`src/rtl/icache_pkg.sv`:
```
package icache_pkg;

        // cache geometry
        // one doubleword per line, direct mapped
        localparam int icache_index_w  = 10;
        localparam int icache_tag_w    = 19;
        localparam int icache_offset_w = 3;

        // derived sizes for the two arrays
        localparam int icache_lines = 1 << icache_index_w;
        localparam int icache_bytes = icache_lines << icache_offset_w;

        // controller state encodings
        localparam int icache_state_w = 3;
        localparam logic [icache_state_w-1:0] icache_st_idle        = 3'd0;
        localparam logic [icache_state_w-1:0] icache_st_lookup      = 3'd1;
        localparam logic [icache_state_w-1:0] icache_st_fill_setup  = 3'd2;
        localparam logic [icache_state_w-1:0] icache_st_fill_access = 3'd3;
        localparam logic [icache_state_w-1:0] icache_st_fill_update = 3'd4;
        localparam logic [icache_state_w-1:0] icache_st_reread      = 3'd5;

        // bus and fetch words
        typedef logic [31:0] icache_word_t;
        typedef logic [63:0] icache_dword_t;

        // lookup fields
        typedef logic [icache_index_w-1:0] icache_index_t;
        typedef logic [icache_tag_w-1:0]   icache_tag_t;

        // address split as the tag and data lookups see it
        typedef struct packed {
                icache_tag_t                tag;
                icache_index_t              index;
                logic [icache_offset_w-1:0] offset;
        } icache_addr_fields_t;

        // one 32-bit address, read either as a raw bus address
        // or as tag / index / offset for the arrays
        typedef union packed {
                icache_word_t        raw;
                icache_addr_fields_t f;
        } icache_addr_u;

endpackage

```
`src/rtl/icache_data_if.sv`:
```
`timescale 1ns/1ns

// controller to data RAM
interface icache_data_if
        import icache_pkg::*;
();

        // doubleword address into the byte array
        icache_index_t adr;
        // 32-bit write data, placed by we
        icache_word_t  di;
        // we[1] upper half (bytes 0..3), we[0] lower half (bytes 4..7)
        logic [1:0]    we;
        logic          enable;
        // registered read, holds while enable is low
        icache_dword_t do_data;

        modport ctrl (
                output adr, di, we, enable,
                input  do_data
        );

        modport ram (
                input  adr, di, we, enable,
                output do_data
        );

endinterface

```
`src/rtl/icache_tag_if.sv`:
```
`timescale 1ns/1ns

// controller to tag store
interface icache_tag_if
        import icache_pkg::*;
();

        // line being looked up or filled
        icache_index_t index;
        // tag stored on write
        icache_tag_t   wtag;
        // store wtag and set valid at index
        logic          write;
        // launch a registered lookup at index
        logic          rd_en;
        // clear every valid bit
        logic          flush;

        // lookup result, one cycle after rd_en
        icache_tag_t   rtag;
        logic          rvalid;

        modport ctrl (
                output index, wtag, write, rd_en, flush,
                input  rtag, rvalid
        );

        modport store (
                input  index, wtag, write, rd_en, flush,
                output rtag, rvalid
        );

endinterface

```
`src/rtl/icache_ctrl.sv`:
```
`timescale 1ns/1ns

module icache_ctrl
        import icache_pkg::*;
(
        input  logic          clk,
        input  logic          rst_n,

        // fetch side
        input  logic          fetch_req,
        input  icache_addr_u  fetch_addr,
        output logic          fetch_ack,
        output icache_dword_t fetch_data,

        input  logic          flush,

        // apb requester, read only
        output icache_addr_u  paddr,
        output logic          psel,
        output logic          penable,
        input  icache_word_t  prdata,
        input  logic          pready,

        icache_data_if.ctrl   data,
        icache_tag_if.ctrl    tag
);

        logic [icache_state_w-1:0] state;

        // request captured at acceptance
        // every fill address and the new tag come from here
        icache_addr_u req_addr;

        // which bus word of the line is in flight
        // 0 is the upper half, 1 the lower half
        logic fill_word;

        logic is_idle;
        logic accept;
        logic hit;
        logic word_done;
        icache_index_t line_index;

        assign is_idle = (state == icache_st_idle);

        // flush wins over a request on the same edge
        // and a request still held during the ack cycle is not taken again
        assign accept = is_idle && fetch_req && !fetch_ack && !flush;

        // tag compare against the registered request
        assign hit = tag.rvalid && (tag.rtag == req_addr.f.tag);

        // access phase ends on the edge where pready is seen
        assign word_done = (state == icache_st_fill_access) && pready;

        // idle looks up the live address so the read launches on the accept edge
        assign line_index = is_idle ? fetch_addr.f.index : req_addr.f.index;

        // tag store
        assign tag.index = line_index;
        assign tag.wtag  = req_addr.f.tag;
        assign tag.rd_en = accept;
        assign tag.write = (state == icache_st_fill_update);
        // only honoured while idle
        assign tag.flush = is_idle && flush;

        // data RAM
        assign data.adr = line_index;
        assign data.di  = prdata;

        always_comb begin
                data.enable = 1'b0;
                data.we     = 2'b00;
                if (accept) begin
                        // hit path read
                        data.enable = 1'b1;
                end else if (word_done) begin
                        // write the arriving word straight into its half
                        data.enable = 1'b1;
                        data.we     = fill_word ? 2'b01 : 2'b10;
                end else if (state == icache_st_fill_update) begin
                        // reread the completed line
                        data.enable = 1'b1;
                end
        end

        // apb address
        // line address, plus 4 for the second word
        always_comb begin
                paddr          = req_addr;
                paddr.f.offset = {fill_word, 2'b00};
        end

        assign psel    = (state == icache_st_fill_setup) || (state == icache_st_fill_access);
        assign penable = (state == icache_st_fill_access);

        // control state
        always_ff @(posedge clk) begin
                if (!rst_n) begin
                        state     <= icache_st_idle;
                        fill_word <= 1'b0;
                        fetch_ack <= 1'b0;
                end else begin
                        // ack is a single-cycle pulse
                        fetch_ack <= 1'b0;
                        case (state)
                                icache_st_idle: begin
                                        if (accept) begin
                                                state <= icache_st_lookup;
                                        end
                                end
                                icache_st_lookup: begin
                                        if (hit) begin
                                                fetch_ack <= 1'b1;
                                                state     <= icache_st_idle;
                                        end else begin
                                                fill_word <= 1'b0;
                                                state     <= icache_st_fill_setup;
                                        end
                                end
                                icache_st_fill_setup: begin
                                        state <= icache_st_fill_access;
                                end
                                icache_st_fill_access: begin
                                        // pready low just stretches this state
                                        if (pready) begin
                                                if (fill_word) begin
                                                        state <= icache_st_fill_update;
                                                end else begin
                                                        fill_word <= 1'b1;
                                                        state     <= icache_st_fill_setup;
                                                end
                                        end
                                end
                                icache_st_fill_update: begin
                                        state <= icache_st_reread;
                                end
                                icache_st_reread: begin
                                        fetch_ack <= 1'b1;
                                        state     <= icache_st_idle;
                                end
                                default: begin
                                        state <= icache_st_idle;
                                end
                        endcase
                end
        end

        // payload registers
        always_ff @(posedge clk) begin
                if (accept) begin
                        req_addr <= fetch_addr;
                end
                // data RAM output is valid in lookup and reread
                if ((state == icache_st_lookup && hit) || state == icache_st_reread) begin
                        fetch_data <= data.do_data;
                end
        end

endmodule

```
`src/flat_wrapper.sv`:
```
// flat-port wrapper written by rule: the top's interface ports become plain ports
module icache_ctrl_flat import icache_pkg::*;
  (clk, rst_n, fetch_req, fetch_addr, fetch_ack, fetch_data, flush, paddr, psel, penable, prdata, pready, data_adr, data_di, data_we, data_enable, data_do_data, tag_index, tag_wtag, tag_write, tag_rd_en, tag_flush, tag_rtag, tag_rvalid);
  icache_data_if data_i ();
  icache_tag_if tag_i ();
  input  logic clk;
  input  logic rst_n;
  input  logic fetch_req;
  input  icache_addr_u fetch_addr;
  output logic fetch_ack;
  output icache_dword_t fetch_data;
  input  logic flush;
  output icache_addr_u paddr;
  output logic psel;
  output logic penable;
  input  icache_word_t prdata;
  input  logic pready;
  output wire logic [$bits(data_i.adr)-1:0] data_adr;
  output wire logic [$bits(data_i.di)-1:0] data_di;
  output wire logic [$bits(data_i.we)-1:0] data_we;
  output wire logic [$bits(data_i.enable)-1:0] data_enable;
  input wire logic [$bits(data_i.do_data)-1:0] data_do_data;
  output wire logic [$bits(tag_i.index)-1:0] tag_index;
  output wire logic [$bits(tag_i.wtag)-1:0] tag_wtag;
  output wire logic [$bits(tag_i.write)-1:0] tag_write;
  output wire logic [$bits(tag_i.rd_en)-1:0] tag_rd_en;
  output wire logic [$bits(tag_i.flush)-1:0] tag_flush;
  input wire logic [$bits(tag_i.rtag)-1:0] tag_rtag;
  input wire logic [$bits(tag_i.rvalid)-1:0] tag_rvalid;
  assign data_adr = data_i.adr;
  assign data_di = data_i.di;
  assign data_we = data_i.we;
  assign data_enable = data_i.enable;
  assign data_i.do_data = data_do_data;
  assign tag_index = tag_i.index;
  assign tag_wtag = tag_i.wtag;
  assign tag_write = tag_i.write;
  assign tag_rd_en = tag_i.rd_en;
  assign tag_flush = tag_i.flush;
  assign tag_i.rtag = tag_rtag;
  assign tag_i.rvalid = tag_rvalid;
  icache_ctrl u_core (.clk(clk), .rst_n(rst_n), .fetch_req(fetch_req), .fetch_addr(fetch_addr), .fetch_ack(fetch_ack), .fetch_data(fetch_data), .flush(flush), .paddr(paddr), .psel(psel), .penable(penable), .prdata(prdata), .pready(pready), .data(data_i), .tag(tag_i));
endmodule
```
`config.mk`:
```
export PLATFORM = sky130hd
export DESIGN_NAME = icache_ctrl_flat
export DESIGN_NICKNAME = d
export VERILOG_FILES = /design/src/rtl/icache_pkg.sv /design/src/rtl/icache_data_if.sv /design/src/rtl/icache_tag_if.sv /design/src/rtl/icache_ctrl.sv /design/src/flat_wrapper.sv
export SDC_FILE = /design/constraint.sdc
export NUM_CORES = 1
export LEC_CHECK = 0
export BUFFER_PORTS_ARGS = -buffer_cell sky130_fd_sc_hd__buf_4
export CAP_MARGIN = 20
export CORE_AREA = 2 2 126 128
export CTS_BUF_LIST = sky130_fd_sc_hd__clkbuf_4
export DETAILED_ROUTE_END_ITERATION = 16
export DIE_AREA = 0 0 128 130
export PLACE_DENSITY_LB_ADDON = 0.15
export SYNTH_ARGS = -nofsm -noshare
export SYNTH_HDL_FRONTEND = slang
export SYNTH_SLANG_ARGS = --single-unit
```
`constraint.sdc`:
```
create_clock -name clk -period 14.15 [get_ports clk]
set_clock_uncertainty 0.1 [all_clocks]
set_input_delay 2.83 -clock clk [delete_from_list [all_inputs] [get_ports clk]]
set_output_delay 2.83 -clock clk [all_outputs]
set_load 0.005 [all_outputs]
```
After elaboration in Yosys (flattened, before gate mapping). Cells that the tools add are included.

Eq/ne operators: 9. Reduce and logical (&&, ||, !) cells: 15. Multiplexer cells: 17.

Operators by type and width (number): $eq 19x19->1 (1); $pmux 3 s5 (1); $mux 10 (1); $mux 3 (3); $mux 2 (4); $logic_and 1x1->1 (7); $eq 3x2->1 const B (2); $eq 3x3->1 const B (2); $mux 1 (6); $ne 2x2->1 const B (2); $pmux 1 s2 (2); $eq 3x1->1 const B (1); $logic_not 3->1 (1); $reduce_and 3->1 (1); $logic_not 1->1 (2); $logic_or 1x1->1 (2); $ne 2x1->1 const B (1); $reduce_and 2->1 (1); $reduce_bool 2->1 (1).

Word-level logic and storage cells: 46. Input bits: 153. Register bits after elaboration: 101.

Depth between registers and ports, before layout.
Depth in word-level cells: 6. Mapped depth: 6.

Least setup slack after synthesis. OpenSTA, ideal clock, no wires.

Path type: input to register. Start point: input tag_rtag[18]. End point: register u_core.fetch_data[0] (enable). Path buffers: 0. Arrival time: 7.936 ns. Setup slack: 5.540 ns. Setup time: 0.574 ns. Cell stages on the path: 4. Cells stage by stage: xor2_1 -> nor4_4 -> nand3_1 -> o21ai_0.

Cells in the longest elaborated chain, start to end: 4.

RTL lines: from (decl) (RTL line flat_wrapper.sv:28) `input wire logic [$bits(tag_i.rtag)-1:0] tag_rtag;`; $eq 19x19->1 (RTL line icache_ctrl.sv:51) `assign hit = tag.rvalid && (tag.rtag == req_addr.f.tag);`; $logic_and 1x1->1 (RTL line icache_ctrl.sv:51); $logic_and 1x1->1 (RTL line icache_ctrl.sv:155) `if ((state == icache_st_lookup && hit) || state == icache_st_reread) begin`; $logic_or 1x1->1 (RTL line icache_ctrl.sv:155); to (signal assigned) (RTL line icache_ctrl.sv:156) `fetch_data <= data.do_data;`; to (decl) (RTL line icache_ctrl.sv:13) `output icache_dword_t fetch_data,`.

Every way passes these cells. A chain may end at the register's enable or synchronous reset.

Worst setup path in the final report.
Start point: input flush. End point: output data_enable.

Cells in the longest elaborated chain, start to end: 3.

RTL lines: from (decl) (RTL line flat_wrapper.sv:12) `input logic flush;`; $logic_not 1->1 (RTL line icache_ctrl.sv:48) `assign accept = is_idle && fetch_req && !fetch_ack && !flush;`; $logic_and 1x1->1 (RTL line icache_ctrl.sv:48); $mux 1 (RTL line icache_ctrl.sv:74) `if (accept) begin`; to (decl) (RTL line flat_wrapper.sv:21) `output wire logic [$bits(data_i.enable)-1:0] data_enable;`.

Every way passes these cells.

==> reports/qor.yml <==
route:
  ant_nets: 0
  avgViaCountPerCell: 4.02
  wl_per_cell_um: 15.7
  wl_mm: 10.1
  first_pass_iters: 4
  drt_iter0_drc: 97
  vias: 2583
  drc_errors: 0
placement:
  placed_area_um2: 5690
  place_ws_ns: 6.94
  place_inst: 626
  numPortBuffers: 259
  hpwlAfterDp_mm: 7.77
  finalWeightedCongestion: 0.695
job:
  cap_viol_max_count: 0
timing:
  rsz0062_at_grt: "false"
  setup_slack_ns: 6.98
  max_freq_mhz: 140
  hold_viol: 0
  period_share_pct: 50.6
  finalCriticalPeriod_ns: 7.17
  slew_headroom_pct: 40.9
  setup_viol: 0
  tightestPinTransition_ns: 0.882
  setup_tns_ns: 0
  slew_violations: 0
finish:
  drive_above_1_share_pct: 65.1
  num-nets-final: 598
  syn_to_final_growth_pct: 47.7
  final_cells: 643
  finalInstanceArea_um2: 5870
  mostFrequentLayoutCells: "260 x buf_4, 93 x edfxtp_1, 16 x xor2_1"
  layout.cells.most_common: "buf_4"
setup_path:
  cp.arrival_ns: 4.24
  critical_path_class: "in -> out"
  r2r-start: "u_core.req_addr[23]"
  cp-startpoint: "flush"
  cp-start-kind: "input port"
  critPathMaxFanout: 31
  worstPathRequired_ns: 11.22
  end_kind: "output port"
global_route:
  grt_max_degree: 65
  overflow: 0
  grt_pass1_vias: 2631
  antenna_found_initial: 1
  grt_pass1_wl_mm: 14.2
  track_usage_pct: 11.6
yosys:
  yosys.area.top_type: "edfxtp_1"
  synth_ff_type: "edfxtp_1"
  ys_warn_count: 0
  synthCells: 239
  synth_area_leaders: "edfxtp_1 70%, buf_4 12%, xor2_1 3.5%, mux2_2 2.5%, dfxtp_1 2.5%"
  synth_cell_types: 32
  netlist.area_leader.share_pct: 70.2
  syn_area_um2: 3980
  synth_edf_count: 93
  ys_seq_area_share_pct: 72.8
  syn_area_per_cell_um2: 16.6
  ys_ff_latch: 98
  ys_async_sr_fraction_pct: 0
die:
  fp.dieH_um: 130
  ios: 329
  initial_utilization_pct: 25.8
  core_area_um2: 15400
  die_w_um: 128
  die_area_um2: 16600
  rows: 46
cts:
  ctsHoldBuffers: 0
  cts_tree: "yes"
  cts_max_level: 3
  post-cts-setup-buffers: 0
  numClockSinks: 98
  cts_root_buf: "clkbuf_4"
  clk_pin_slew_ns: 0.15
  cts_buffers: 9
  cts_buffer_depth: 2
  clock_latency_ns: 0.46
  post_cts_resized: 0
min_path:
  hold_path_class: "reg -> reg"
  min_from: "u_core.fill_word"
power:
  leakage_uw: 0.00245
  powerDensity_nw_per_um2: 106
  peakVddDrop_uv: 57.6
outcome:
  status: "complete, no violations"
-- worst max-delay path: stages --
cell     delay (ns)
buf_4          0.11
nor3b_1        0.25
and2_2         0.70
or3b_2         0.23
buf_4          0.10
-- layer usage --
metal | track usage, % | part of all wire, %
met1 | 12.0 | 35
met2 | 18.2 | 48
met3 | 6.60 | 14
met4 | 7.56 | 3.3
met5 | 0 | 0
-- layout make-up --
cell class                 count  area (µm²)
clock buffer                   9        67.6
antenna                        1        2.50
tap                          192         240
inverter                       3        11.3
fill                        1489        9550
timing repair buffer         260        1950
multi-input combinational     73         596
sequential                    98        2890
clock inverter                 7         110
-- registers in the layout, indices dropped and copies added (netlist names) --
register and cells:
u_core.req_addr 29, u_core.fetch_ack 1, u_core.state 3, u_core.fetch_data 64, u_core.fill_word 1
-- report_power, final --
group	switching (µW)	total [µW]	internal (µW)
Combinational	41.2	107	66.3
Clock	104	179	74.7
Sequential	8.25	335	327
Total	154	622	468
-- path summary, 6_finish.rpt --
path         cells after the start               endpoint  slack, ns
min                              2        u_core.state[2]       0.49
max                              5            data_enable       6.98
max reg2reg                      5  u_core.fetch_data[47]      11.53
min reg2reg                      2        u_core.state[2]       0.49
-- through the flow --
step	hold slack, ns	power [µW]	util, %
after global placement	0.466	451	36.9
after global routing	0.535	653	38.1
after detailed placement	0.466	452	36.9
after floorplan	0.428	400	-
final	0.492	622	38.1
after CTS	0.485	637	38.1
-- cell families after synthesis --
| logic type | share of synthesized area (%) |
|---|---|
| compound gates | 1.64 |
| xor+xnor | 4.19 |
| buf+inv | 12.7 |
| flops | 72.8 |
| mux | 2.83 |
| other cells | 0.0943 |
| simple gates | 5.82 |
-- synthesized netlist by cell type (2+ instances only) --
master and instances:
o21ai_0 6, a31oi_1 2, and2_1 2, dfxtp_1 5
buf_4 65, nand3_1 4, a21oi_1 3, mux2_2 9
xor2_1 16, edfxtp_1 93, nor3b_1 2, inv_1 3
nor2_1 3, nor4_4 3, xnor2_1 3, nand2_1 4
Note: power is estimated with default switching activity, not from simulation.
